**config.mk**
```make
export PLATFORM = sky130hd
export DESIGN_NAME = wrReqGen
export DESIGN_NICKNAME = d
export VERILOG_FILES = /design/src/ccipPkg.sv /design/src/wrReqGen.sv
export SDC_FILE = /design/constraint.sdc
export NUM_CORES = 1
export LEC_CHECK = 0
export BUFFER_PORTS_ARGS = -buffer_cell sky130_fd_sc_hd__buf_2
export CAP_MARGIN = 20
export CORE_AREA = 2 2 472 474
export DETAILED_ROUTE_END_ITERATION = 8
export DIE_AREA = 0 0 474 476
export SLEW_MARGIN = 20
export SYNTH_ARGS = -nofsm -noshare
export SYNTH_HDL_FRONTEND = slang
export SYNTH_SLANG_ARGS = --single-unit
export TNS_END_PERCENT = 5
```
**constraint.sdc**
```tcl
create_clock -name pClk -period 3.6 [get_ports pClk]
set_clock_uncertainty 0.2 [all_clocks]
set_input_delay 0.36 -clock pClk [delete_from_list [all_inputs] [get_ports pClk]]
set_output_delay 0.36 -clock pClk [all_outputs]
set_load 0.05 [all_outputs]
```
**src/ccipPkg.sv**
```systemverilog
// Field types of the CCI-P style host port, imported by every block that touches host traffic.
package ccipPkg;

   // Host memory is addressed in 64-byte cache lines.
   typedef logic [41:0]  clAddr_t;   // Cache-line address.
   typedef logic [511:0] clData_t;   // One full line of data.

   // Request tag echoed back by the host on responses and completions.
   typedef logic [15:0]  mdata_t;

   // MMIO fields on channel 0 requests and channel 2 responses.
   typedef logic [15:0]  mmioAddr_t;   // Address in 4-byte units.
   typedef logic [8:0]   mmioTid_t;    // Transaction id, returned unchanged.
   typedef logic [63:0]  mmioData_t;   // One CSR word.

   // Number of 64-bit words in a cache line.
   localparam int clWords = $bits(clData_t) / $bits(mmioData_t);

endpackage

```
**src/wrReqGen.sv**
```systemverilog
// Channel 1 write engine that turns popped lines into writes and hands their checksum to the CSRs.
`timescale 1ns/100ps

module wrReqGen (
   input  logic                pClk,
   input  logic                rst,
   input  ccipPkg::clAddr_t    dstAddr,
   input  logic                pop,
   input  ccipPkg::mdata_t     lineIdx,
   input  ccipPkg::clData_t    lineData,
   output logic                c1TxValid,
   output ccipPkg::clAddr_t    c1TxAddr,
   output ccipPkg::mdata_t     c1TxMdata,
   output ccipPkg::clData_t    c1TxData,
   output logic                lineValid,
   output ccipPkg::mmioData_t  chkWord
);
   import ccipPkg::*;

   // XOR of all 64-bit words in a line.
   function automatic mmioData_t foldLine(input clData_t line);
      mmioData_t acc;
      acc = '0;
      for (int w = 0; w < clWords; w++) begin
         acc ^= line[w * $bits(mmioData_t) +: $bits(mmioData_t)];
      end
      return acc;
   endfunction

   always_ff @(posedge pClk) begin
      if (rst) c1TxValid <= 1'b0;
      else     c1TxValid <= pop;   // Exactly one cycle behind the pop.
   end

   // Each line returns to its own slot in the destination block.
   always_ff @(posedge pClk) begin
      if (pop) begin
         c1TxAddr  <= dstAddr + lineIdx;
         c1TxMdata <= lineIdx;
         c1TxData  <= lineData;
      end
   end

   // The checksum is taken from the line being written.
   assign lineValid = c1TxValid;
   assign chkWord   = foldLine(c1TxData);

endmodule

```
==> metrics.yaml, run 1 <==
status:
  status: "completed"
die:
  die_w_um: 474
  placementRows: 173
  coreArea_mm2: 0.221
  io_pins: 1209
  start_util_pct: 10.2
  die-height_um: 476
  dieArea_mm2: 0.226
logic_synthesis:
  synth_edf_count: 570
  synthTopCellsByCount: "570 x edfxtp_1, 413 x xnor2_1, 75 x xor2_1"
  yosysUniqueCellTypes: 41
  ys_ff_latch: 571
  synth_ff_type: "edfxtp_1"
  avgSynthCellArea_um2: 18.5
  synth_most_common_cell: "edfxtp_1"
  syn_nets: 1813
  yosys.area.top_type: "edfxtp_1"
  synth_area_leaders: "edfxtp_1 76%, xnor2_1 16%, xor2_1 2.9%, ha_1 0.89%, nand4_1 0.39%"
  netlist_area_mm2: 0.0226
  async_reset_ff_share_pct: 0
  synth_top_area_share_pct: 75.8
  yosysSeqAreaShare_pct: 75.9
  yosys_warnings: 0
  synth_cells: 1223
critical_path:
  worstSetupPathType: "primary input to register"
  cp_data_required_time_ns: 3.85
  cp-end-kind: "register"
  startpoint_type: "primary input"
  cp.arrival_ns: 3.71
  worst-path-max-fanout: 6
placement:
  port_buffers: 1208
  detailed_place_hpwl_mm: 169
  gp_congestion: 0.956
  placed_cells: 5427
timing:
  hold_viol: 0
  slew_viol_final: 0
  setup_tns_ns: 0
  period_share_pct: 96.2
  period_needed_ns: 3.46
  grt_setup_unrepaired: "false"
  worst_pin_slew_ns: 0.720
  fmaxAchievable_ghz: 0.289
  setup_viol: 0
  maxSlewHeadroom_pct: 51.6
  holdWs_ns: 0.0862
cells_and_area:
  final_cells: 6225
  nets: 3698
  filler_cell_count: 24163
  layout-drive-gt1-share_pct: 43.0
  areaGrowthSynthToFinish_pct: 82.1
clock_network:
  cts_tree: "done"
  cts_made_buffers: 77
  h-tree-depth: 3
  clk_pin_slew_worst_paths_ns: 0.06
  cts.path.max_buffers: 3
  cts_resized: 0
  clock-sinks: 571
  root_buffer: "clkbuf_16"
route:
  drtAntennaViolNets: 0
  drtPass1Iterations: 5
  vias_per_cell: 3.21
  drcViolationCount: 0
  finalWirelength_mm: 189
  post_drt_wl_per_cell_um: 30.4
  vias: 19966
  dr.first_iter.drc_count: 1457
global_route:
  antenna_found_initial: 252
  grt_pass1_vias: 19576
  grtUsageTotal_pct: 16.1
  grt_overflow: 0
  grt_max_degree: 79
  grt_first_pass_wirelength_mm: 227
min_path:
  hold_path_class: "primary input to register"
job:
  maxCapViolCount: 0
power:
  ir_worst_vdd_uv: 474
  p_per_area_mw_per_mm2: 592
  p_leak_nw: 15.7
per-layer routing:
layer,part of all wire [%],GRT usage [%],vias up
li1,-,-,8380
met1,38,18.2,9521
met2,46,26.4,1365
met3,12,8.01,518
met4,3.7,4.77,182
met5,0.63,0,-
cell usage in the layout (no fill, tap or decap), drive strengths merged:
cell type / count
inv: 18
o21ai: 16
a211oi: 4
clkinv: 24
o211ai: 5
buf: 1237
a21oi: 18
bufinv: 5
a31oi: 1
a311o: 1
and3: 7
a2111oi: 2
nand3: 10
o21a: 5
edfxtp: 570
ha: 16
a21o: 6
xor2: 75
clkinvlp: 10
dfxtp: 1
o2111ai: 2
xnor2: 413
nand2: 19
o2111a: 1
fa: 1
nor2b: 2
dlygate4sd3: 576
and2b: 1
diode: 78
o31a: 1
and4: 2
o311ai: 1
nor2: 12
nand4: 14
and2: 5
clkbuf: 91
cell families after synthesis:
kind of cell             Yosys count  share of synthesized area [%]
buffers and inverters             12                          0.266
AND/OR/NAND/NOR                   72                           1.65
AO/OA/AOI/OAI                     63                           2.26
flip-flops                       571                           75.9
XOR/XNOR                         488                           18.9
adder cells (fa/ha/maj)           17                          0.976
per-stage QoR:
stage | util, % | cell area (um2) | power (mW) | setup WS [ns]
4_1_cts | 18.5 | 40900 | 24.8 | 0.149
5_1_grt | 18.6 | 41000 | 25.3 | 0.0492
2_1_floorplan | - | 22600 | 13.3 | 0.912
3_5_place_dp | 14.8 | 32600 | 16.2 | 0.404
3_3_place_gp | 14.8 | 32600 | 16.1 | 0.435
6_report | 18.6 | 41100 | 24.4 | 0.136
registers in the layout, summed over array words and instances (netlist names):
name,cells
c1TxMdata,16
c1TxAddr,42
c1TxData,512
c1TxValid,1
worst max-delay path, stage by stage:
cell and delay, ns:
dlygate4sd3_1 0.52, buf_2 0.11, ha_1 0.25, inv_1 0.09, fa_1 0.41, and2b_2 0.27
o2111ai_4 0.14, and2_2 0.29, o311ai_4 0.30, buf_12 0.17, nand4_1 0.10, xnor2_1 0.14
dlygate4sd3_1 0.55
path summary, 6_finish.rpt:
kind	from	end	slack, ns	depth (start not counted)
min	dstAddr[10]	c1TxAddr[10]$_DFFE_PP_	0.09	3
max	lineIdx[0]	c1TxAddr[28]$_DFFE_PP_	0.14	13
where the power goes:
group / switching [mW] / internal [mW]
clock: 3.30 / 4.40
combinational: 5.96 / 2.18
sequential: 0.550 / 7.97
total: 9.81 / 14.5
layout make-up:
| class | instances | area [um2] | share of cell area, % |
|---|---|---|---|
| Sequential cell | 571 | 17100 | 41.7 |
| Timing Repair Buffer | 1813 | 12200 | 29.6 |
| Multi-Input combinational cell | 640 | 5380 | 13.1 |
| Tap cell | 2975 | 3720 | 9.06 |
| Clock buffer | 91 | 2000 | 4.87 |
| Clock inverter | 52 | 488 | 1.19 |
| Antenna cell | 78 | 195 | 0.475 |
| Inverter | 5 | 18.8 | 0.0457 |
what timing repair did:
action                     in CTS  in global routing
setup endpoints to repair       0                  3
hold buffers                  576                  0
hold endpoints to repair      604                  0
setup buffers                   0                  1
Note: power is estimated with default switching activity, not from simulation.
==> inputs of run 2 (changes only) <==
==> constraint.sdc (replaced) <==
create_clock -name pClk -period 3.6 [get_ports pClk]
set_clock_uncertainty 0.2 [all_clocks]
set_input_delay 0.36 -clock pClk [delete_from_list [all_inputs] [get_ports pClk]]
set_output_delay 0.36 -clock pClk [all_outputs]
set_load 0.01 [all_outputs]
==> run 2 against run 1 <==
  * Combinational power shrank 37%
  * Largest cell class unchanged
  * First-iteration DRC count decreased by 3.2%
  * Sequential share of layout area hardly changed
  * Core utilization is essentially flat
  * Wire length is essentially flat
==> metrics.yaml, run 2 (synthesis results as in run 1) <==
critical_path:
  startpoint_type: "primary input"
  cp-end-kind: "register"
  worst_path_max_delay_cell: "dlygate4sd3_1"
  cp_data_required_time_ns: 3.84  # about the same
  crit_top_cell: "dlygate4sd3_1"
  cpPeakStageDelay_ns: 0.55  # about the same
  worst-path-max-fanout: 6  # unchanged
  worstSetupPathType: "primary input to register"
  path_cells: "dlygate4sd3_1 > buf_2 > ha_1 > inv_1 > fa_1 > and2b_2 > o2111ai_4 > a211oi_4 > o21ai_4 > a211oi_1 > xor2_1 > dlygate4sd3_1"
  cp.arrival_ns: 3.71  # about the same
power:
  p_sw_mw: 6.79  # -31%
  clkPwrFrac_pct: 35.9  # +4.3 points
  ir_worst_vdd_uv: 382  # -19%
  switching_share_pct: 31.9  # -8.4 points
  p_leak_nw: 15.7  # -0.15%
  seq_power_share_pct: 40.0  # +5.0 points
  power_mw: 21.3  # -12%
  pwr-share-comb_pct: 24.0  # -9.4 points
  internal_power_mw: 14.5  # -0.10%
  p_per_area_mw_per_mm2: 519  # -12%
cells_and_area:
  final_common_cell: "buf_2"
  largest_reg_flops: 512  # unchanged
  areaGrowthSynthToFinish_pct: 82.0  # about the same
  filler_cell_count: 24127  # -0.15%
  top_register: "c1TxData"
  fin_util_pct: 18.6  # about the same
  layout-drive-gt1-share_pct: 42.9  # -0.13 points
  mostFrequentLayoutCells: "1207 x buf_2, 578 x dlygate4sd3_1, 570 x edfxtp_1"
  nets: 3695  # -0.081%
  top_regs: "c1TxData (512), c1TxAddr (42), c1TxMdata (16)"
die:
  dieArea_mm2: 0.226  # unchanged
  placementRows: 173  # unchanged
  io_pins: 1209  # unchanged
  coreArea_mm2: 0.221  # unchanged
  die_w_um: 474  # unchanged
  die-height_um: 476  # unchanged
  start_util_pct: 10.2  # unchanged
global_route:
  grt_max_degree: 88  # +11%
  antenna_found_initial: 266  # +5.6%
  grtUsageTotal_pct: 16.0  # -0.018 points
  grt_overflow: 0  # unchanged
  grt_first_pass_wirelength_mm: 227  # about the same
  met1_usage_pct: 18.0  # -0.16 points
  grt_pass1_vias: 19596  # +0.10%
  met3_usage_pct: 7.96  # -0.054 points
  grt-busiest-layer: "met2"
  gr-usage-met2_pct: 26.1  # -0.33 points
timing:
  fmaxAchievable_ghz: 0.289  # about the same
  maxSlewHeadroom_pct: 48.9  # -2.8 points
  setup_viol: 0  # unchanged
  period_needed_ns: 3.47  # +0.00144 ns
  period_share_pct: 96.3  # about the same
  grt_setup_unrepaired: "false"
  hold_viol: 0  # unchanged
  worst_pin_slew_ns: 0.762  # +0.0414 ns
  setup_tns_ns: 0  # unchanged
  slew_viol_final: 0  # unchanged
route:
  drtAntennaViolNets: 0  # unchanged
  drcViolationCount: 0  # unchanged
  finalWirelength_mm: 189  # about the same
  drtPass1Iterations: 5  # unchanged
  vias_per_cell: 3.19  # -0.61%
  post_drt_wl_per_cell_um: 30.3  # -0.17%
  dr.first_iter.drc_count: 1410  # -3.2%
  vias: 19867  # -0.50%
placement:
  gp_congestion: 0.954  # -0.19%
  port_buffers: 1208  # unchanged
  detailed_place_hpwl_mm: 168  # -0.57%
clock_network:
  cts.path.max_buffers: 3  # unchanged
  root_buffer: "clkbuf_16"
  cts_tree: "done"
  clk_pin_slew_worst_paths_ns: 0.06  # about the same
  cts_made_buffers: 75  # -2.6%
  clock-sinks: 571  # unchanged
  h-tree-depth: 3  # unchanged
status:
  status: "completed"
min_path:
  hold_path_class: "primary input to register"
job:
  maxCapViolCount: 0  # unchanged
==> run 2: what timing repair did <==
item                                   4_1_cts  5_1_grt
buffers inserted                             0        1
endpoints found under the hold margin      605        0
hold buffers                               578        0
gates resized for setup                      0        0
setup endpoints to repair                    0        2
==> run 2: layer usage <==
layer / wire, um / share of wire, % / vias up
met5: 1290 / 0.68 / -
met4: 8170 / 4.3 / 196
met3: 22200 / 12 / 528
met2: 86000 / 46 / 1303
met1: 71200 / 38 / 9458
li1: - / - / 8382
==> run 2: final timing paths <==
check	from	endpoint	depth (start not counted)
worst max-delay path	dstAddr[0]	c1TxAddr[30]$_DFFE_PP_	12
worst min-delay path	dstAddr[14]	c1TxAddr[14]$_DFFE_PP_	3
==> run 2: stage by stage <==
step | hold WS, ns | instance area (um2) | setup WS (ns) | cells
after floorplan | 0.232 | 22600 | 0.912 | 1223
after global placement | 0.321 | 32600 | 0.441 | 5424
after detailed placement | 0.330 | 32600 | 0.429 | 5424
after CTS | 0.0116 | 40800 | 0.174 | 6137
after global routing | 0.0630 | 41000 | 0.0533 | 6188
final | 0.0943 | 41100 | 0.134 | 6232
==> run 2: area by class of cell <==
class	count	area, um2	share of cell area, %
diodes	94	235	0.573
clock buffers	90	1930	4.71
clock inverters	45	507	1.23
inverters	5	18.8	0.0457
multi-input cells	640	5380	13.1
flip-flops and latches	571	17100	41.7
well taps	2975	3720	9.06
repair buffers	1812	12100	29.6
==> run 2: critical path: cells and delay by family <==
kind,cells,cell delay (ns)
buffers and inverters,4,1.27
AOI/OAI and AO/OA,4,1.03
xor gates and xnor gates,1,0.10
and+or+nand+nor,1,0.27
adders and majority gates,2,0.66
==> run 2: power groups by stage <==
stage               sequential [mW]  clock, mW  combinational, mW
floorplan                      8.68          0               1.63
finish                         8.53       7.66               5.12
global placement               8.64          0               4.48
global route                   8.55       8.12               5.50
detailed placement             8.65          0               4.50
CTS                            8.52       7.98               5.27
