[src/include/afu_cfg.svh]
// Build-time constants of the copy AFU, included by the packages and modules that size on them.
`ifndef AFU_CFG_SVH
`define AFU_CFG_SVH

// Identifier returned by an MMIO read of CSR offset zero.
`define AFU_ID 64'h5A1C_0C0B_7E11_D0F1

// Response buffer depth in cache lines.
// The read engine uses the same number as its credit limit.
`define AFU_BUF_DEPTH 16

// Largest line count the host may program, which sets the 16-bit count width.
`define AFU_MAX_LINES 65535

`endif

[src/ccipPkg.sv]
// Field types of the CCI-P style host port, imported by every block that touches host traffic.
package ccipPkg;

   // Host memory is addressed in 64-byte cache lines.
   typedef logic [41:0]  clAddr_t;   // Cache-line address.
   typedef logic [511:0] clData_t;   // One full line of data.

   // Request tag echoed back by the host on responses and completions.
   typedef logic [15:0]  mdata_t;

   // MMIO fields on channel 0 requests and channel 2 responses.
   typedef logic [15:0]  mmioAddr_t;   // Address in 4-byte units.
   typedef logic [8:0]   mmioTid_t;    // Transaction id, returned unchanged.
   typedef logic [63:0]  mmioData_t;   // One CSR word.

   // Number of 64-bit words in a cache line.
   localparam int clWords = $bits(clData_t) / $bits(mmioData_t);

endpackage

[src/afuPkg.sv]
// Types that belong to the copy AFU itself, imported by the control module and the datapath.
`include "afu_cfg.svh"

package afuPkg;

   // CSR map in 4-byte MMIO units. Each register is 64 bits wide, so offsets step by two.
   typedef enum logic [15:0] {
      AFU_ID = 16'h0000,   // Read-only identifier.
      SRC    = 16'h0020,   // Source line address.
      DST    = 16'h0022,   // Destination line address.
      NUM    = 16'h0024,   // Number of lines to copy.
      CTL    = 16'h0026,   // Bit 0 starts a copy.
      STATUS = 16'h0028,   // Bit 0 busy, bit 1 done.
      CPL    = 16'h002A,   // Write completions seen so far.
      CHKSUM = 16'h002C    // XOR of every 64-bit word copied.
   } csrOffset_e;

   // Copy engine states.
   typedef enum logic [1:0] {
      IDLE = 2'd0,
      RUN  = 2'd1,
      DONE = 2'd2
   } copyState_e;

   // Line counts and line indices.
   typedef logic [$clog2(`AFU_MAX_LINES + 1) - 1:0] lineCnt_t;

endpackage

[src/rdReqGen.sv]
// Channel 0 read engine that walks the source block one line per cycle within the buffer credits.
`timescale 1ns/100ps
`include "afu_cfg.svh"

module rdReqGen (
   input  logic             pClk,
   input  logic             rst,
   input  logic             startPulse,
   input  ccipPkg::clAddr_t srcAddr,
   input  afuPkg::lineCnt_t numLines,
   input  logic             c0TxAlmFull,
   input  logic             pop,
   output logic             c0TxValid,
   output ccipPkg::clAddr_t c0TxAddr,
   output ccipPkg::mdata_t  c0TxMdata
);
   import afuPkg::*;

   localparam int credits  = `AFU_BUF_DEPTH;
   localparam int cntWidth = $clog2(credits + 1);

   lineCnt_t            nextIdx;       // Next line to request.
   lineCnt_t            baseIdx;       // Index used this cycle.
   logic                active;        // Lines remain to be requested.
   logic                running;
   logic                canIssue;
   logic [cntWidth-1:0] outstanding;   // Issued lines not yet popped from rspBuf.

   // A start restarts the walk at line zero in the same cycle.
   assign baseIdx  = startPulse ? '0 : nextIdx;
   assign running  = startPulse || active;
   assign canIssue = running && (baseIdx < numLines) && !c0TxAlmFull
                     && (outstanding < credits);

   always_ff @(posedge pClk) begin
      if (rst) begin
         c0TxValid   <= 1'b0;
         active      <= 1'b0;
         nextIdx     <= '0;
         outstanding <= '0;
      end else begin
         c0TxValid <= canIssue;   // Registered so almost-full acts on the following edge.
         if (canIssue) nextIdx <= lineCnt_t'(baseIdx + 1'b1);
         else if (startPulse) nextIdx <= '0;
         // Stop once the last line has gone out.
         active <= running && (baseIdx < numLines)
                   && !(canIssue && (lineCnt_t'(baseIdx + 1'b1) == numLines));
         case ({canIssue, pop})
            2'b10:   outstanding <= outstanding + 1'b1;
            2'b01:   outstanding <= outstanding - 1'b1;
            default: ;
         endcase
      end
   end

   // The tag carries the line index so the write side can place the line.
   always_ff @(posedge pClk) begin
      if (canIssue) begin
         c0TxAddr  <= srcAddr + baseIdx;
         c0TxMdata <= baseIdx;
      end
   end

   // The host must see no new read after a cycle in which it signalled almost-full.
   noIssueOnAlmFull: assert property (@(posedge pClk) disable iff (rst)
      c0TxAlmFull |=> !c0TxValid);

endmodule

[config.mk]
export PLATFORM = sky130hd
export DESIGN_NAME = rdReqGen
export DESIGN_NICKNAME = d
export VERILOG_FILES = /design/src/ccipPkg.sv /design/src/afuPkg.sv /design/src/rdReqGen.sv
export VERILOG_INCLUDE_DIRS = /design/src /design/src/include
export SDC_FILE = /design/constraint.sdc
export NUM_CORES = 1
export LEC_CHECK = 0
export ABC_AREA = 1
export ABC_CLOCK_PERIOD_IN_PS = 3800
export BUFFER_PORTS_ARGS = -buffer_cell sky130_fd_sc_hd__buf_4
export CAP_MARGIN = 15
export CORE_MARGIN = 3
export CORE_UTILIZATION = 56
export DETAILED_ROUTE_END_ITERATION = 10
export PLACE_DENSITY_LB_ADDON = 0.12
export SYNTH_ARGS = -nofsm -noshare
export SYNTH_HDL_FRONTEND = slang
export SYNTH_SLANG_ARGS = --single-unit
[constraint.sdc]
create_clock -name pClk -period 3.8 [get_ports pClk]
set_input_delay 0.38 -clock pClk [delete_from_list [all_inputs] [get_ports pClk]]
set_output_delay 0.38 -clock pClk [all_outputs]
set_load 0.02 [all_outputs]
==> results of run 1 <==
logic make-up (layout without fill, tap and decap cells):
logic type,Yosys count,count (layout),synth area share (%)
AOI/OAI and AO/OA,79,79,7.94
DFF,81,81,37.1
buffers and inverters,134,270,9.10
and+or+nand+nor,429,429,31.7
xor gates and xnor gates,44,44,6.99
adders and majority gates,34,34,7.18
where the power goes:
part,internal [W],total [W],switching (W),leakage (nW)
clock network,0.000360,0.000688,0.000328,0.106
registers,0.00105,0.00110,0.0000451,0.738
logic,0.000239,0.000633,0.000394,2.77
per-layer routing:
layer | part of all wire, % | global-route usage, %
met3 | 9.9 | 5.74
met4 | 2.0 | 8.21
met2 | 43 | 44.2
met5 | 0 | 0
met1 | 45 | 41.5
area by class of cell:
class                      instances  share of cell area, %
clock buffer                      13                   2.36
clock inverter                     3                  0.539
inverter                         127                   6.69
multi-input combinational        586                   44.3
sequential                        81                   30.6
tap                              133                   2.31
timing repair buffer             127                   13.2
registers in the layout, summed over array words and instances (netlist names):
signal	flops
c0TxValid	1
nextIdx	16
c0TxAddr	42
c0TxMdata	16
outstanding	5
active	1
stage by stage:
| stage | power, W | setup WS (ns) | std cells |
|---|---|---|---|
| floorplan | 0.00149 | 0.472 | 801 |
| global placement | 0.00173 | 0.387 | 1054 |
| detailed placement | 0.00174 | 0.259 | 1054 |
| CTS | 0.00242 | 0.615 | 1070 |
| global route | 0.00253 | 0.247 | 1070 |
| finish | 0.00242 | 0.544 | 1070 |
cells in the mapped netlist, types with 3 or more instances:
cell / n / area, sq um
nand2_2: 8 / 50.1
ha_1: 34 / 425
nor2_1: 81 / 304
xor2_1: 38 / 333
nor3_1: 19 / 95.1
inv_1: 117 / 439
xnor2_1: 4 / 35.0
nand4_1: 7 / 43.8
nor4_1: 3 / 18.8
a21oi_1: 35 / 175
nor2_2: 3 / 18.8
nand2_1: 231 / 867
nand3b_1: 3 / 22.5
buf_2: 3 / 15.0
a31oi_1: 4 / 25.0
o21ai_0: 14 / 70.1
a21o_1: 7 / 52.6
nand3_2: 6 / 60.1
dfxtp_1: 23 / 460
o21ai_2: 3 / 26.3
nand3_1: 57 / 285
edfxtp_1: 58 / 1740
nor2_4: 4 / 45.0
inv_2: 7 / 26.3
or2_2: 3 / 18.8
o21ai_1: 6 / 30.0
final timing paths:
kind | to | cells after the start | startpoint | slack, ns
setup / recovery | outstanding[4] | 21 | startPulse | 0.54
hold / removal | nextIdx[8] | 2 | rst | 0.24
hold reg to reg | outstanding[4] | 1 | outstanding[4] | 0.47
setup reg to reg | outstanding[4] | 21 | nextIdx[3] | 0.57
==> impl_metrics.env, run 1 <==
export IMPL_status="complete, no violations"
export IMPL_fin_area_sq_um=7200
export IMPL_arrival_ns=3.56
export IMPL_slew_headroom_pct=57.4
export IMPL_vias=5741
export IMPL_cp_start_kind="primary input"
export IMPL_drt_iter0_drc=459
export IMPL_die_x_um=109
export IMPL_power_density_nw_per_um2=336
export IMPL_synth_fp_nets=898
export IMPL_cp_max_fo=23
export IMPL_ys_ff_latch=81
export IMPL_finalSetupViolCount=0
export IMPL_cp_common_cell="a21oi_1"
export IMPL_floorplan_initialDensity_pct=59.0
export IMPL_core_area_sq_um=10000
export IMPL_mostFrequentLayoutCells="nand2_1 (231), buf_4 (127), inv_1 (117)"
export IMPL_multi_input_area_sq_um=3190
export IMPL_synth_seq_area_share_pct=37.1
export IMPL_antenna_found_initial=0
export IMPL_place_hpwl_mm=13.3
export IMPL_grt_pass1_wl_mm=26.7
export IMPL_yosysWarnings=0
export IMPL_hold_viol=0
export IMPL_postLayoutCoreUtil_pct=71.7
export IMPL_path_cells="buf_4 -> inv_6 -> nand2_1 -> inv_1 -> ha_1 -> a21oi_1 -> nand3b_1 -> a21oi_1 -> nor2_1 -> nand3_2 -> ha_1 -> xor2_1 -> ha_1 -> a21o_1 -> nand2_1 -> nand2_1 -> a21oi_1 -> nor2_1 -> nor2_1 -> o21ai_0 -> a21oi_1"
export IMPL_irDropWorstVdd_mv=0.261
export IMPL_hold_path_class="in -> reg"
export IMPL_h_tree_depth=3
export IMPL_io_pins=122
export IMPL_synthArstFlopShare_pct=0
export IMPL_cp_end_kind="flip-flop"
export IMPL_synthCells=801
export IMPL_insertedDiodeCount=0
export IMPL_finalSetupTns_ns=0
export IMPL_skew_ns=0.0112
export IMPL_portBuffers=121
export IMPL_mostFrequentLayoutCell="nand2_1"
export IMPL_die_area_sq_um=11900
export IMPL_insertion_delay_ns=0.36
export IMPL_cts_tree="done"
export IMPL_ant_nets=0
export IMPL_grt_util_all_layers_pct=28.8
export IMPL_die_h_um=109
export IMPL_cts_made_buffers=9
export IMPL_cpLargestDelayFamily="simple AND/OR/NAND/NOR gates"
export IMPL_clockBufferDepth=2
export IMPL_globalRoute_totalOverflow=0
export IMPL_filler_cell_count=819
export IMPL_cap_viol_max_count=0
export IMPL_holdBufCountCts=0
export IMPL_period_minus_slack_ns=3.26
export IMPL_root_buffer="clkbuf_8"
export IMPL_gp_congestion=0.956
export IMPL_worst_setup_path_type="in -> reg"
export IMPL_avgSynthCellArea_sq_um=7.40
export IMPL_route_detailed_wl_per_inst_um=15.6
export IMPL_vias_per_cell=5.37
export IMPL_drtPass1Iterations=6
export IMPL_wirelength_mm=16.7
export IMPL_hold_ws_ns=0.241
export IMPL_cts_sinks=81
export IMPL_synthFlopType="edfxtp_1"
export IMPL_place_area_sq_um=6990
export IMPL_worstPathRequired_ns=4.10
export IMPL_tightest_slew_ns=0.639
export IMPL_drc=0
export IMPL_syn_area_sq_um=5930
export IMPL_cp_num_buf_inv=3
export IMPL_rows=36
export IMPL_post_cts_buffers=0
export IMPL_nets=1029
export IMPL_grt_max_degree=45
export IMPL_grt_pass1_vias=5541
export IMPL_cts_resized=0
export IMPL_max_freq_ghz=0.307
export IMPL_slowest_delay_ns=0.28
export IMPL_post_route_period_util_pct=85.7
export IMPL_ys_types=46
export IMPL_syn2layout_area_growth_pct=21.4
export IMPL_critPathSlowestCell="ha_1"
export IMPL_rsz0062_at_grt="no"
export IMPL_drive_gt1_share_pct=19.5
export IMPL_p_leak_nw=3.62
export IMPL_ff_latch_area_sq_um=2200
export IMPL_synth_edf_count=58
export IMPL_clk_pin_slew_ns=0.09
export IMPL_drv_slew=0
Note: power is estimated with default switching activity, not from simulation.
==> run 2: changes to the inputs <==
--- a/config.mk
+++ b/config.mk
@@ -13,6 +13,7 @@
 export CORE_MARGIN = 3
 export CORE_UTILIZATION = 56
 export DETAILED_ROUTE_END_ITERATION = 10
+export MAX_ROUTING_LAYER = met4
 export PLACE_DENSITY_LB_ADDON = 0.12
 export SYNTH_ARGS = -nofsm -noshare
 export SYNTH_HDL_FRONTEND = slang
==> run 2 against run 1 <==
Worst setup slack lost 0.076 ns. Combinational power grew 3%. Fmax shrank 2.3%. Critical path type is now reg -> reg. Design area shrank 0.16%. Non-clock buffer count is the same. Via count grew 2.8%. Global-route usage grew 2.4 points. Wire length grew 5.8%.
==> impl_metrics.env, run 2 (same netlist as run 1, synthesis figures left out) <==
export IMPL_setup_ws_ns=0.468
export IMPL_cp_end_kind="flip-flop"
export IMPL_wirelength_mm=17.6
export IMPL_post_route_period_util_pct=87.7
export IMPL_critPathSlowestCell="dfxtp_1"
export IMPL_floorplan_initialDensity_pct=59.0
export IMPL_route_detailed_wl_per_inst_um=16.5
export IMPL_period_minus_slack_ns=3.33
export IMPL_mostFrequentLayoutCells="nand2_1 (231), buf_4 (125), inv_1 (117)"
export IMPL_path_cells="nand2_1 -> inv_1 -> ha_1 -> a21boi_0 -> o21ai_1 -> inv_1 -> o21ai_1 -> nand2_1 -> nand2_1 -> nand3_2 -> ha_1 -> xor2_1 -> ha_1 -> a21o_1 -> nand2_1 -> nand2_1 -> a21oi_1 -> nor2_1 -> nor2_1 -> o21ai_0 -> a21oi_1"
export IMPL_worst_setup_path_type="reg -> reg"
export IMPL_dpl_cell_count=1054
export IMPL_slowest_delay_ns=0.44
export IMPL_top_layer_used="met4"
export IMPL_vias=5901
export IMPL_hold_path_class="in -> reg"
export IMPL_ant_nets=0
export IMPL_portBuffers=121
export IMPL_holdBufCountCts=0
export IMPL_antenna_found_initial=0
export IMPL_root_buffer="clkbuf_8"
export IMPL_cts_made_buffers=9
export IMPL_drv_slew=0
export IMPL_wl_met2_mm=7.74
export IMPL_max_freq_ghz=0.300
export IMPL_cp_common_cell="nand2_1"
export IMPL_grt_util_all_layers_pct=31.3
export IMPL_largest_reg_flops=42
export IMPL_drtPass1Iterations=6
export IMPL_hold_viol=0
export IMPL_insertion_delay_ns=0.38
export IMPL_cp_max_fo=5
export IMPL_worstPathRequired_ns=4.12
export IMPL_vias_per_cell=5.51
export IMPL_p_leak_nw=3.60
export IMPL_fin_cells=1070
export IMPL_clockBufferDepth=2
export IMPL_grt_max_degree=39
export IMPL_dr_wl_met3_mm=1.76
export IMPL_core_area_sq_um=10000
export IMPL_die_area_sq_um=11900
export IMPL_cp_start_kind="flip-flop"
export IMPL_slew_headroom_pct=54.6
export IMPL_rows=36
export IMPL_cts_resized=0
export IMPL_grt_pass1_wl_mm=27.8
export IMPL_cts_sinks=81
export IMPL_drive_gt1_share_pct=19.6
export IMPL_post_cts_buffers=0
export IMPL_regMostFlops="c0TxAddr"
export IMPL_die_h_um=109
export IMPL_insertedDiodeCount=0
export IMPL_arrival_ns=3.65
export IMPL_finalSetupTns_ns=0
export IMPL_die_x_um=109
export IMPL_drc=0
export IMPL_grt_pass1_vias=5518
export IMPL_h_tree_depth=3
export IMPL_clk_pin_slew_ns=0.10
export IMPL_mostFrequentLayoutCell="nand2_1"
export IMPL_wl_met1_mm=7.80
export IMPL_nets=1029
export IMPL_cts_tree="done"
export IMPL_power_density_nw_per_um2=326
export IMPL_cap_viol_max_count=0
export IMPL_reg_top3="c0TxAddr: 42 flops, c0TxMdata: 16 flops, nextIdx: 16 flops"
export IMPL_place_area_sq_um=7020
export IMPL_rsz0062_at_grt="no"
export IMPL_dpl_worst_slack_ns=0.201
export IMPL_finalPower_w=0.00235
export IMPL_fin_area_sq_um=7190
export IMPL_irDropWorstVdd_mv=0.200
export IMPL_drt_iter0_drc=431
export IMPL_skew_ns=0.0181
export IMPL_finalSetupViolCount=0
export IMPL_globalRoute_totalOverflow=0
export IMPL_status="complete, no violations"
export IMPL_io_pins=122
export IMPL_syn2layout_area_growth_pct=21.3
export IMPL_place_hpwl_mm=14.0
export IMPL_tightest_slew_ns=0.681
export IMPL_gp_congestion=0.951
==> run 2: changes by cell type in the layout (fill, tap and decap cells not counted) <==
cell        change
buf_12          +2
clkinvlp_4      +3
clkbuf_1        -1
clkbuf_16       -1
bufinv_16       -1
buf_4           -2
==> run 2: area by class of cell <==
| cell class | instances | area [sq um] |
|---|---|---|
| Inverter | 127 | 482 |
| Sequential cell | 81 | 2200 |
| Multi-Input combinational cell | 586 | 3190 |
| Timing Repair Buffer | 127 | 978 |
| Fill cell | 848 | 2860 |
| Clock buffer | 11 | 141 |
| Clock inverter | 5 | 31.3 |
| Tap cell | 133 | 166 |
==> run 2: worst max-delay path, delay by kind of cell (launching register included) <==
| family | cells | cell delay (ns) |
|---|---|---|
| adders and majority gates | 3 | 0.70 |
| and+or+nand+nor | 8 | 0.77 |
| AOI/OAI and AO/OA | 7 | 0.95 |
| DFF | 1 | 0.44 |
| xor gates and xnor gates | 1 | 0.21 |
| buffers and inverters | 2 | 0.21 |
==> run 2: path summary, 6_finish.rpt <==
check | from | end | slack, ns | cells past startpoint
min | rst | nextIdx[8] | 0.24 | 2
max reg2reg | nextIdx[3] | outstanding[4] | 0.47 | 21
max | nextIdx[3] | outstanding[4] | 0.47 | 21
min reg2reg | outstanding[4] | outstanding[4] | 0.49 | 1
==> run 2: metrics by stage <==
stage	utilization [%]	hold slack (ns)
after floorplan	-	0.423
after CTS	71.6	0.237
after global placement	69.8	0.450
after global routing	71.6	0.245
final	71.6	0.242
after detailed placement	69.8	0.464
==> run 2: layer usage <==
layer  vias up  GRT usage [%]
met5         -              -
met3        38           4.62
met2       327           46.6
met4         0           10.0
met1      2689           44.1
li1       2847              -
==> run 2: report_power, final <==
| part | internal [W] | switching (W) | leakage [nW] |
|---|---|---|---|
| clock | 0.000252 | 0.000343 | 0.0790 |
| sequential | 0.00105 | 0.0000480 | 0.738 |
| combinational | 0.000247 | 0.000402 | 2.78 |
