File: src/include/afu_cfg.svh
// Build-time constants of the copy AFU, included by the packages and modules that size on them.
`ifndef AFU_CFG_SVH
`define AFU_CFG_SVH

// Identifier returned by an MMIO read of CSR offset zero.
`define AFU_ID 64'h5A1C_0C0B_7E11_D0F1

// Response buffer depth in cache lines.
// The read engine uses the same number as its credit limit.
`define AFU_BUF_DEPTH 16

// Largest line count the host may program, which sets the 16-bit count width.
`define AFU_MAX_LINES 65535

`endif

File: src/ccipPkg.sv
// Field types of the CCI-P style host port, imported by every block that touches host traffic.
package ccipPkg;

   // Host memory is addressed in 64-byte cache lines.
   typedef logic [41:0]  clAddr_t;   // Cache-line address.
   typedef logic [511:0] clData_t;   // One full line of data.

   // Request tag echoed back by the host on responses and completions.
   typedef logic [15:0]  mdata_t;

   // MMIO fields on channel 0 requests and channel 2 responses.
   typedef logic [15:0]  mmioAddr_t;   // Address in 4-byte units.
   typedef logic [8:0]   mmioTid_t;    // Transaction id, returned unchanged.
   typedef logic [63:0]  mmioData_t;   // One CSR word.

   // Number of 64-bit words in a cache line.
   localparam int clWords = $bits(clData_t) / $bits(mmioData_t);

endpackage

File: src/afuPkg.sv
// Types that belong to the copy AFU itself, imported by the control module and the datapath.
`include "afu_cfg.svh"

package afuPkg;

   // CSR map in 4-byte MMIO units. Each register is 64 bits wide, so offsets step by two.
   typedef enum logic [15:0] {
      AFU_ID = 16'h0000,   // Read-only identifier.
      SRC    = 16'h0020,   // Source line address.
      DST    = 16'h0022,   // Destination line address.
      NUM    = 16'h0024,   // Number of lines to copy.
      CTL    = 16'h0026,   // Bit 0 starts a copy.
      STATUS = 16'h0028,   // Bit 0 busy, bit 1 done.
      CPL    = 16'h002A,   // Write completions seen so far.
      CHKSUM = 16'h002C    // XOR of every 64-bit word copied.
   } csrOffset_e;

   // Copy engine states.
   typedef enum logic [1:0] {
      IDLE = 2'd0,
      RUN  = 2'd1,
      DONE = 2'd2
   } copyState_e;

   // Line counts and line indices.
   typedef logic [$clog2(`AFU_MAX_LINES + 1) - 1:0] lineCnt_t;

endpackage

File: src/afuCtrl.sv
// CSR block and copy sequencer of the AFU, serving host MMIO and launching the read and write engines.
`timescale 1ns/100ps
`include "afu_cfg.svh"

module afuCtrl (
   input  logic               pClk,
   input  logic               rst,
   input  logic               c0RxMmioWrValid,
   input  logic               c0RxMmioRdValid,
   input  ccipPkg::mmioAddr_t c0RxMmioAddr,
   input  ccipPkg::mmioTid_t  c0RxMmioTid,
   input  ccipPkg::mmioData_t c0RxMmioData,
   input  logic               c1RxWrValid,
   input  logic               lineValid,
   input  ccipPkg::mmioData_t chkWord,
   output logic               c2TxMmioRdValid,
   output ccipPkg::mmioTid_t  c2TxTid,
   output ccipPkg::mmioData_t c2TxData,
   output logic               startPulse,
   output ccipPkg::clAddr_t   srcAddr,
   output ccipPkg::clAddr_t   dstAddr,
   output afuPkg::lineCnt_t   numLines
);
   import ccipPkg::*;
   import afuPkg::*;

   copyState_e state;
   lineCnt_t   cplCnt;     // Completions returned by the host.
   mmioData_t  chkSum;     // Running XOR of copied words.
   mmioData_t  rdMux;      // CSR value selected by the read address.
   logic       busy;
   logic       startReq;   // Accepted start that becomes startPulse at the edge.
   logic       cplLast;    // This completion is the final one.

   assign busy     = (state == RUN);
   assign startReq = c0RxMmioWrValid && (c0RxMmioAddr == CTL) && c0RxMmioData[0] && !busy;
   assign cplLast  = c1RxWrValid && (lineCnt_t'(cplCnt + 1'b1) == numLines);

   //////////////////////////////////////////////////////////////////////
   // Register writes and the copy sequencer.
   //////////////////////////////////////////////////////////////////////

   always_ff @(posedge pClk) begin
      if (rst) begin
         state      <= IDLE;
         startPulse <= 1'b0;
         cplCnt     <= '0;
         chkSum     <= '0;
         srcAddr    <= '0;
         dstAddr    <= '0;
         numLines   <= '0;
      end else begin
         startPulse <= startReq;   // One cycle wide, since the state leaves IDLE or DONE at once.
         if (startReq) begin
            cplCnt <= '0;
            chkSum <= '0;
            // An empty copy has nothing to wait for.
            state  <= (numLines == '0) ? DONE : RUN;
         end else begin
            if (c1RxWrValid) cplCnt <= cplCnt + 1'b1;
            if (lineValid) chkSum <= chkSum ^ chkWord;   // Fold each line as it is written.
            if (busy && cplLast) state <= DONE;
         end
         // Copy parameters are frozen while the engines are using them.
         if (c0RxMmioWrValid && !busy) begin
            case (c0RxMmioAddr)
               SRC:     srcAddr  <= clAddr_t'(c0RxMmioData);
               DST:     dstAddr  <= clAddr_t'(c0RxMmioData);
               NUM:     numLines <= lineCnt_t'(c0RxMmioData);
               default: ;
            endcase
         end
      end
   end

   //////////////////////////////////////////////////////////////////////
   // MMIO read responses come one cycle after the request.
   //////////////////////////////////////////////////////////////////////

   always_comb begin
      case (c0RxMmioAddr)
         AFU_ID:  rdMux = `AFU_ID;
         SRC:     rdMux = mmioData_t'(srcAddr);
         DST:     rdMux = mmioData_t'(dstAddr);
         NUM:     rdMux = mmioData_t'(numLines);
         STATUS:  rdMux = {62'd0, state == DONE, busy};
         CPL:     rdMux = mmioData_t'(cplCnt);
         CHKSUM:  rdMux = chkSum;
         default: rdMux = '0;   // Unmapped offsets and CTL read as zero.
      endcase
   end

   always_ff @(posedge pClk) begin
      if (rst) c2TxMmioRdValid <= 1'b0;
      else     c2TxMmioRdValid <= c0RxMmioRdValid;
   end

   // Tid and data only matter while the valid is high.
   always_ff @(posedge pClk) begin
      c2TxTid  <= c0RxMmioTid;
      c2TxData <= rdMux;
   end

   // The host only completes writes that this AFU issued during a copy.
   cplNotIdle: assert property (@(posedge pClk) disable iff (rst)
      c1RxWrValid |-> state != IDLE);

   // Every completion answers a line that is still missing, so the count never passes numLines.
   cplBounded: assert property (@(posedge pClk) disable iff (rst)
      c1RxWrValid |-> cplCnt < numLines);

endmodule

File: config.mk
export PLATFORM = sky130hd
export DESIGN_NAME = afuCtrl
export DESIGN_NICKNAME = d
export VERILOG_FILES = /design/src/ccipPkg.sv /design/src/afuPkg.sv /design/src/afuCtrl.sv
export VERILOG_INCLUDE_DIRS = /design/src /design/src/include
export SDC_FILE = /design/constraint.sdc
export NUM_CORES = 1
export LEC_CHECK = 0
export BUFFER_PORTS_ARGS = -buffer_cell sky130_fd_sc_hd__buf_2
export CORE_MARGIN = 2
export CORE_UTILIZATION = 25
export DETAILED_ROUTE_END_ITERATION = 10
export HOLD_SLACK_MARGIN = 0.15
export SKIP_CTS_REPAIR_TIMING = 1
export SLEW_MARGIN = 20
export SYNTH_ARGS = -nofsm -noshare
export SYNTH_HDL_FRONTEND = slang
export SYNTH_SLANG_ARGS = --single-unit
File: constraint.sdc
create_clock -name pClk -period 4 [get_ports pClk]
set_input_delay 0.2 -clock pClk [delete_from_list [all_inputs] [get_ports pClk]]
set_output_delay 0.2 -clock pClk [all_outputs]
set_load 0.01 [all_outputs]
==> flow_summary.toml, run 1 <==
[global_routing]
grt_max_degree = 81
grt_overflow = 0
use_met1 = 0.2365
grt_pass1_vias = 8993
busiest_layer = "met2"
use_met3 = 0.03675
grtUsageTotal = 0.1698
antenna_found_initial = 1
grt_use_met2 = 0.2625
grt_first_pass_wirelength_um = 54610

[detailed_routing]
wl_um = 38260
drc = 0
drtIter0Drc = 574
drt_pass1_iterations = 5
via_per_inst = 4.657
ant_nets = 0
avgRoutedWirePerCell_um = 17.84
num_vias = 9984

[critical_path]
cp_slowest_cell = "dfxtp_1"
r2r-start = "cplCnt[0]"
slowest_delay_ns = 0.56
crit_chain = "ha_1 -> nand3_1 -> or4b_1 -> a31oi_1 -> o221a_2 -> or4b_1 -> nand2_1"
cp_max_fo = 9
worst_setup_path_end_kind = "register"
path_common_cell = "or4b_1"
startpoint_type = "register"
rr_endpoint = "state[1]"
r2r_cells = 7
crit_type = "register to register"
r2r_slack_ns = 1.20
crit_arrival_ns = 3.30
startpoint = "cplCnt[0]"
worstPathRequired_ns = 4.49

[flow_run]
maxCapViolations = 0

[hold_path]
hold_depth = 2
min_from = "c0RxMmioTid[4]"
hold_path_class = "input pin to register"
worstHoldEndpoint = "c2TxTid[4]"

[place]
dp_hpwl_um = 25520
dpl_cell_area_um2 = 12110
dp.cells = 1964
pre_cts_ws_ns = 0.8869
gp_congestion = 0.8711
io_buffers = 311

[yosys]
synthArstFlopShare = 0
yosysSeqAreaShare = 0.5116
netlist_area_um2 = 10060
synth.avg_cell_area_um2 = 8.401
synth_edf_count = 0
yosysWarnings = 0
synth.distinct_cells = 58
syn_nets = 1357
synth_cells = 1197
synth-main-ff-cell = "dfxtp_1"
synth-seq-cells = 257

[floorplanning]
io_pins = 334
initial_core_util = 0.2531
die_h_um = 204.6
die_w_um = 204.6
core_um2 = 39730
die-area_um2 = 41840
num_rows = 73

[status]
status = "complete, no violations"

[timing]
rsz0062_at_grt = "no"
period_minus_slack_ns = 2.803
worst_slew_pin_slew_ns = 1.017
hold_viol_final = 0
relSlewSlack = 0.3202
setup_violations = 0
tns_ns = 0
fin_crit_sh = 0.7009
clock_skew_ns = 0.009036
worst_slack_ns = 1.197
finalMaxSlewViolations = 0
max_freq_ghz = 0.3567

[layout]
drive_gt1_frac = 0.2417
finalNonFillerCells = 2144
final_common_cell = "nand2_1"
final_cell_mix = "nand2_1, buf_2, dfxtp_1, dlygate4sd3_1, a21oi_1"
fin_area_um2 = 14360
fin_nets = 1755
area_delta_synth_final_pct = 42.77

[clock_tree]
cts_tree = "yes"
clockRootBuffer = "clkbuf_16"
cts-buffers-inserted = 30
cts_max_path_buffers = 3
clk_pin_slew_worst_paths_ns = 0.06
clkLatencyLatePin_ns = 0.56
h-tree-depth = 1
cts_sinks = 257

[power]
ir_drop_mv = 0.3205
finalPower_w = 0.005811
power_density_nw_per_um2 = 404.8
total_leakage_power_nw = 6.402
## stage by stage
| step | utilization | hold WS [ns] |
|---|---|---|
| after floorplan | - | 0.2277 |
| after global placement | 0.3047 | 0.3034 |
| after detailed placement | 0.3047 | 0.3047 |
| after CTS | 0.3300 | -0.2849 |
| after global routing | 0.3613 | 0.2570 |
| final | 0.3613 | 0.2847 |
## worst max path at each step
stage / endpoint / slack, ns / cells after the start
after detailed placement: c2TxData[27] / 0.89 / 9
after CTS: state[1] / 1.22 / 7
after global routing: state[1] / 1.06 / 7
after global placement: c2TxData[22] / 0.91 / 9
final: state[1] / 1.20 / 7
after floorplan: state[1] / 1.73 / 7
## metal layers
metal	share of wire	vias up	routed length [um]
li1	-	4777	-
met1	0.44	4707	16740
met2	0.46	435	17520
met3	0.080	65	3062
met4	0.024	0	932
met5	0	-	0
## sequential cells by signal, summed over array words and instances, names as in the netlist
signal,cells
c2TxData,64
chkSum,64
dstAddr,42
srcAddr,42
cplCnt,16
numLines,16
c2TxTid,9
state,2
c2TxMmioRdValid,1
startPulse,1
## cell families after synthesis
group                    after synthesis  synth area share
AO/OA/AOI/OAI                        204            0.1229
XOR/XNOR                              97           0.08448
adder cells (fa/ha/maj)                1          0.001244
buffers and inverters                 88           0.03509
flip-flops                           257            0.5116
multiplexers                          18           0.01916
AND/OR/NAND/NOR                      532            0.2255
## final cells by class
class                      count  area, um2
sequential                   257       5145
clock buffer                  45      888.4
clock inverter                10      116.4
tap                          525      656.9
antenna                        1      2.502
inverter                       3      11.26
multi-input combinational    852       4591
timing repair buffer         451       2945
fill                        4067      25380
## cells in the mapped netlist (all sizes together) (14+ instances only)
cell    number  area share
a21oi      121       0.060
a22oi       27       0.020
and3        16       0.010
buf         19      0.0093
clkbuf      66       0.025
dfxtp      257        0.51
mux2i       17       0.017
nand2      337        0.13
nor2       101       0.038
nor4        16       0.010
o21ai       14      0.0070
xnor2       20       0.017
xor2        77       0.067
## power breakdown
group	switching, W	total [W]	internal [W]
clock network	0.00110	0.00276	0.00166
logic	0.000178	0.000374	0.000196
registers	0.0000494	0.00267	0.00263
total	0.00133	0.00581	0.00448
## critical path, delay by kind of cell (launching register included)
family	cells	cell delay (ns)
AO/OA/AOI/OAI	2	0.52
adder cells (fa/ha/maj)	1	0.33
flip-flops	1	0.56
AND/OR/NAND/NOR	4	1.34
Power figures use the tool's default switching activity.
==> inputs of run 2 (changes only) <==
==> constraint.sdc (replaced) <==
create_clock -name pClk -period 2.3 [get_ports pClk]
set_input_delay 0.115 -clock pClk [delete_from_list [all_inputs] [get_ports pClk]]
set_output_delay 0.115 -clock pClk [all_outputs]
set_load 0.01 [all_outputs]
==> run 2 against run 1 <==
Sequential power grew 74%. Via count grew 0.31%. Worst hold slack lost 0.14 ns. Clock power grew 97%. Largest cell class unchanged. Largest power group unchanged.
==> flow_summary.toml, run 2 (same netlist as run 1, synthesis figures left out) <==
[detailed_routing]
drt_pass1_iterations = 6
top_layer = "met5"
drc = 0
num_vias = 10015
drtIter0Drc = 754
ant_nets = 0
wl_um = 38000
avgRoutedWirePerCell_um = 17.30
met2WireLength_um = 17410
dr_wl_met3_um = 2793
detail_route.wirelength.met1_um = 16840
via_per_inst = 4.561

[floorplanning]
initial_core_util = 0.2531
die_w_um = 204.6
io_pins = 334
die_h_um = 204.6
die-area_um2 = 41840
num_rows = 73
core_um2 = 39730

[clock_tree]
clk_pin_slew_worst_paths_ns = 0.06
clkLatencyLatePin_ns = 0.55
cts_sinks = 257
clockRootBuffer = "clkbuf_16"
cts-buffers-inserted = 29
cts_tree = "yes"
h-tree-depth = 1
cts_max_path_buffers = 3

[timing]
tns_ns = 0
finalMaxSlewViolations = 0
worst_slew_pin_slew_ns = 0.5997
clock_skew_ns = 0.01026
rsz0062_at_grt = "yes"
relSlewSlack = 0.6002
max_freq_ghz = 0.4444
hold_viol_final = 0
worst_slack_ns = 0.04998
fin_crit_sh = 0.9783
period_minus_slack_ns = 2.250
setup_violations = 0

[critical_path]
rr_endpoint = "state[1]"
r2r_cells = 7
crit_arrival_ns = 2.75
worstPathRequired_ns = 2.80
worst_setup_path_end_kind = "register"
cp_slowest_cell = "or4b_1"
slowest_delay_ns = 0.51
timing.critical_path.max_delay_family = "simple AND/OR/NAND/NOR gates"
r2r-start = "cplCnt[0]"
crit_chain = "buf_4 -> nand4_4 -> or3_1 -> o32a_1 -> a211o_1 -> or4b_1 -> nand2_1"
path_buf_inv = 1
startpoint_type = "register"
crit_type = "register to register"
cp_max_fo = 8
r2r_slack_ns = 0.05

[place]
io_buffers = 311
dp_hpwl_um = 26510
gp_congestion = 0.8884
pre_cts_ws_ns = -0.06174

[layout]
fin_util = 0.3785
multi_input_area_um2 = 4608
drive_gt1_frac = 0.2716
fin_nets = 1806
top_regs = "c2TxData (64), chkSum (64)"
area_delta_synth_final_pct = 49.53
final_common_cell = "nand2_1"
final_cell_mix = "nand2_1, buf_2, dfxtp_1, dlygate4sd3_1, a21oi_1"
ff_latch_area_um2 = 5145
n_fill_cell = 4057

[power]
power_density_nw_per_um2 = 715.7
ir_drop_mv = 0.4460
total_leakage_power_nw = 6.768
finalPower_w = 0.01076

[flow_run]
maxCapViolations = 0

[global_routing]
grt_first_pass_wirelength_um = 53700
antenna_found_initial = 4
grtUsageTotal = 0.1674
grt_pass1_vias = 8993
grt_max_degree = 103
grt_overflow = 0

[hold_path]
hold_depth = 5
worstHoldEndpoint = "state[0]"
min_from = "c0RxMmioWrValid"
hold_path_class = "input pin to register"

[status]
status = "complete, no violations"
==> run 2: changes by cell type in the layout (fill, tap and decap cells not counted), sizes merged <==
| cell | before | now |
|---|---|---|
| clkinvlp | 2 | 3 |
| bufinv | 2 | 9 |
| buf | 327 | 381 |
| clkinv | 5 | 4 |
| dlygate4sd3 | 124 | 122 |
| inv | 4 | 5 |
| clkbuf | 45 | 35 |
| diode | 1 | 3 |
==> run 2: worst register-to-register path, delay by kind of cell (launching register included) <==
kind | cells | cell delay, ns
simple gates | 4 | 1.01
compound gates | 2 | 0.67
flops | 1 | 0.33
buf+inv | 1 | 0.17
==> run 2: metal layers <==
metal	GRT usage	up-vias
li1	-	4871
met1	0.2278	4663
met2	0.2642	411
met3	0.03452	68
met4	0.05357	2
met5	0	-
==> run 2: through the flow <==
step,instance area [um2],hold slack (ns),cells
after global placement,12650,0.2184,2018
after floorplan,10060,0.1427,1197
final,15040,0.1418,2196
after detailed placement,12650,0.2190,2018
after global routing,15030,0.1890,2195
after CTS,13790,-0.3606,2071
==> run 2: layout make-up <==
| cell class | instances | area share |
|---|---|---|
| Tap cell | 525 | 0.04368 |
| Clock buffer | 35 | 0.05309 |
| Clock inverter | 18 | 0.02247 |
| Multi-Input combinational cell | 852 | 0.3065 |
| Sequential cell | 257 | 0.3422 |
| Timing Repair Buffer | 503 | 0.2309 |
| Inverter | 3 | 0.0007489 |
| Antenna cell | 3 | 0.0004993 |
==> run 2: worst max path at each step <==
stage	start	end	cells past startpoint
global route	cplCnt[1]	state[1]	7
floorplan	cplCnt[1]	state[1]	7
CTS	cplCnt[0]	state[1]	7
detailed placement	c0RxMmioAddr[4]	srcAddr[2]	8
finish	cplCnt[0]	state[1]	7
global placement	c0RxMmioAddr[8]	dstAddr[30]	10
==> run 2: report_power, final <==
part	switching [W]	internal, W	leakage, nW
Sequential	0.0000794	0.00456	2.09
Combinational	0.000320	0.000362	4.13
Clock	0.00195	0.00348	0.547
==> inputs of run 3 (changes only) <==
--- a/config.mk
+++ b/config.mk
@@ -6,11 +6,14 @@
 export SDC_FILE = /design/constraint.sdc
 export NUM_CORES = 1
 export LEC_CHECK = 0
+export ABC_AREA = 1
 export BUFFER_PORTS_ARGS = -buffer_cell sky130_fd_sc_hd__buf_2
+export CORE_ASPECT_RATIO = 0.75
 export CORE_MARGIN = 2
 export CORE_UTILIZATION = 25
 export DETAILED_ROUTE_END_ITERATION = 10
 export HOLD_SLACK_MARGIN = 0.15
+export SETUP_SLACK_MARGIN = 0.15
 export SKIP_CTS_REPAIR_TIMING = 1
 export SLEW_MARGIN = 20
 export SYNTH_ARGS = -nofsm -noshare
==> run 3 against run 2 <==
Critical path depth increased by 1. Sequential share of layout area is essentially flat. Clock skew shrank 0.0011 ns. Die area grew 3.1%. Worst setup slack better by 0.20 ns. Critical path type unchanged.
==> flow_summary.toml, run 3 <==
[detailed_routing]
via_per_inst = 4.676
avgRoutedWirePerCell_um = 17.13
num_vias = 11022
ant_nets = 0
drt_pass1_iterations = 5
drtIter0Drc = 779
drc = 0
wl_um = 40370

[critical_path]
cp_slowest_cell = "dlygate4sd3_1"
crit_type = "register to register"
startpoint_type = "register"
worst_setup_path_end_kind = "register"
worstPathRequired_ns = 2.74
cp_max_fo = 17
path_common_cell = "nand2_1"
crit_chain = "inv_1 -> nand2_1 -> nand2_1 -> inv_2 -> nand4_1 -> nand2_4 -> a21oi_1 -> dlygate4sd3_1"
crit_arrival_ns = 2.49
slowest_delay_ns = 0.56

[power]
power_density_nw_per_um2 = 669.9
ir_drop_mv = 0.4939
total_leakage_power_nw = 6.585

[timing]
tns_ns = 0
finalMaxSlewViolations = 0
max_freq_ghz = 0.4872
rsz0062_at_grt = "no"
fin_crit_sh = 0.8924
worst_slew_pin_slew_ns = 0.8974
period_minus_slack_ns = 2.053
hold_viol_final = 0
setup_violations = 0
relSlewSlack = 0.4017
clock_skew_ns = 0.009154

[yosys]
netlist_area_um2 = 10370
synthTopCellsByCount = "dfxtp_1, nand2_1, nor2_1, inv_1, a21oi_1"
yosysWarnings = 0
yosysSeqAreaShare = 0.4961
yosysMostFrequentCell = "dfxtp_1"
synth-seq-cells = 257
synth.avg_cell_area_um2 = 7.626
synth_cells = 1360
yosysTopAreaCellShare = 0.4961
synth.distinct_cells = 38
synth_top_cell_by_area = "dfxtp_1"
synth-main-ff-cell = "dfxtp_1"
synthArstFlopShare = 0
syn_nets = 1520
synth_edf_count = 0
synth.area.top_cells = "dfxtp_1, nand2_1, nor2_1"

[place]
dp.cells = 2156
dp_hpwl_um = 27560
gp_congestion = 0.9252
io_buffers = 311

[clock_tree]
cts_tree = "yes"
clockRootBuffer = "clkbuf_16"
cts_sinks = 257
clk_pin_slew_worst_paths_ns = 0.06
h-tree-depth = 1
clkLatencyLatePin_ns = 0.56
cts-buffers-inserted = 28
cts_max_path_buffers = 3

[status]
status = "complete, no violations"

[layout]
fin_nets = 1964
multi_input_area_um2 = 4312
drive_gt1_frac = 0.2351
ff_latch_area_um2 = 5147
area_delta_synth_final_pct = 44.90
finalNonFillerCells = 2357
top_regs = "c2TxData (64), chkSum (64)"
final_common_cell = "buf_2"
final_cell_mix = "buf_2, dfxtp_1, nand2_1, nor2_1, inv_1"
n_fill_cell = 4174

[global_routing]
grt_first_pass_wirelength_um = 58640
grt_use_met2 = 0.2702
grtUsageTotal = 0.1750
grt_max_degree = 65
use_met1 = 0.2335
use_met3 = 0.04672
grt_pass1_vias = 9874
busiest_layer = "met2"
grt_overflow = 0
antenna_found_initial = 5

[floorplanning]
io_pins = 334
die_w_um = 239.2
core_um2 = 40840
die-area_um2 = 43150
die_h_um = 180.4
num_rows = 64
initial_core_util = 0.2540

[hold_path]
hold_path_class = "input pin to register"

[flow_run]
maxCapViolations = 0
==> run 3: routing by layer <==
metal / vias up / wire length (um)
li1: 5394 / -
met1: 5113 / 17960
met2: 433 / 17910
met3: 80 / 3207
met4: 2 / 1279
met5: - / 13
==> run 3: kinds of logic (layout without fill, tap and decap cells) <==
logic type                 Yosys count  after routing  share of synthesized area
AOI/OAI and AO/OA                  292            292                     0.1728
xor gates and xnor gates             2              2                   0.001689
buffers and inverters              239            704                    0.09181
and+or+nand+nor                    569            569                     0.2365
DFF                                257            257                     0.4961
adders and majority gates            1              1                   0.001206
other                                0              4                          0
==> run 3: area by class of cell <==
class | count | area share
multi-input cells | 864 | 0.2869
well taps | 528 | 0.04396
flip-flops and latches | 257 | 0.3425
diodes | 4 | 0.0006661
repair buffers | 488 | 0.2221
inverters | 165 | 0.04121
clock inverters | 12 | 0.009158
clock buffers | 39 | 0.05345
==> run 3: critical path: cells and delay by family, from the launching register on <==
| kind | cells | cell delay [ns] |
|---|---|---|
| compound gates | 1 | 0.07 |
| buf+inv | 3 | 0.78 |
| flops | 1 | 0.35 |
| simple gates | 4 | 0.72 |
==> run 3: report_power, final <==
part           total (W)  leakage (nW)  switching [W]  internal (W)
Combinational   0.000793          4.03       0.000406      0.000387
Clock            0.00466         0.467        0.00190       0.00276
Sequential       0.00461          2.09      0.0000633       0.00455
==> run 3: per-stage QoR <==
stage	worst slack, ns	power, W	area (um2)	hold WS (ns)	util
finish	0.2475	0.01007	15030	0.1587	0.3680
global route	0.1349	0.01049	15030	0.1662	0.3680
CTS	0.1975	0.009991	13530	-0.3785	0.3312
detailed placement	0.2145	0.005305	12590	0.2188	0.3082
global placement	0.2375	0.005283	12590	0.2173	0.3082
floorplan	0.6284	0.005024	10370	0.1427	-
==> run 3: path summary, 6_finish.rpt <==
path                    from            to  slack, ns  cells past startpoint
max reg2reg         state[1]    chkSum[15]       0.25                      8
max                 state[1]    chkSum[15]       0.25                      8
min reg2reg       chkSum[63]  c2TxData[63]       0.45                      2
min          c0RxMmioAddr[0]   c2TxData[5]       0.16                      6
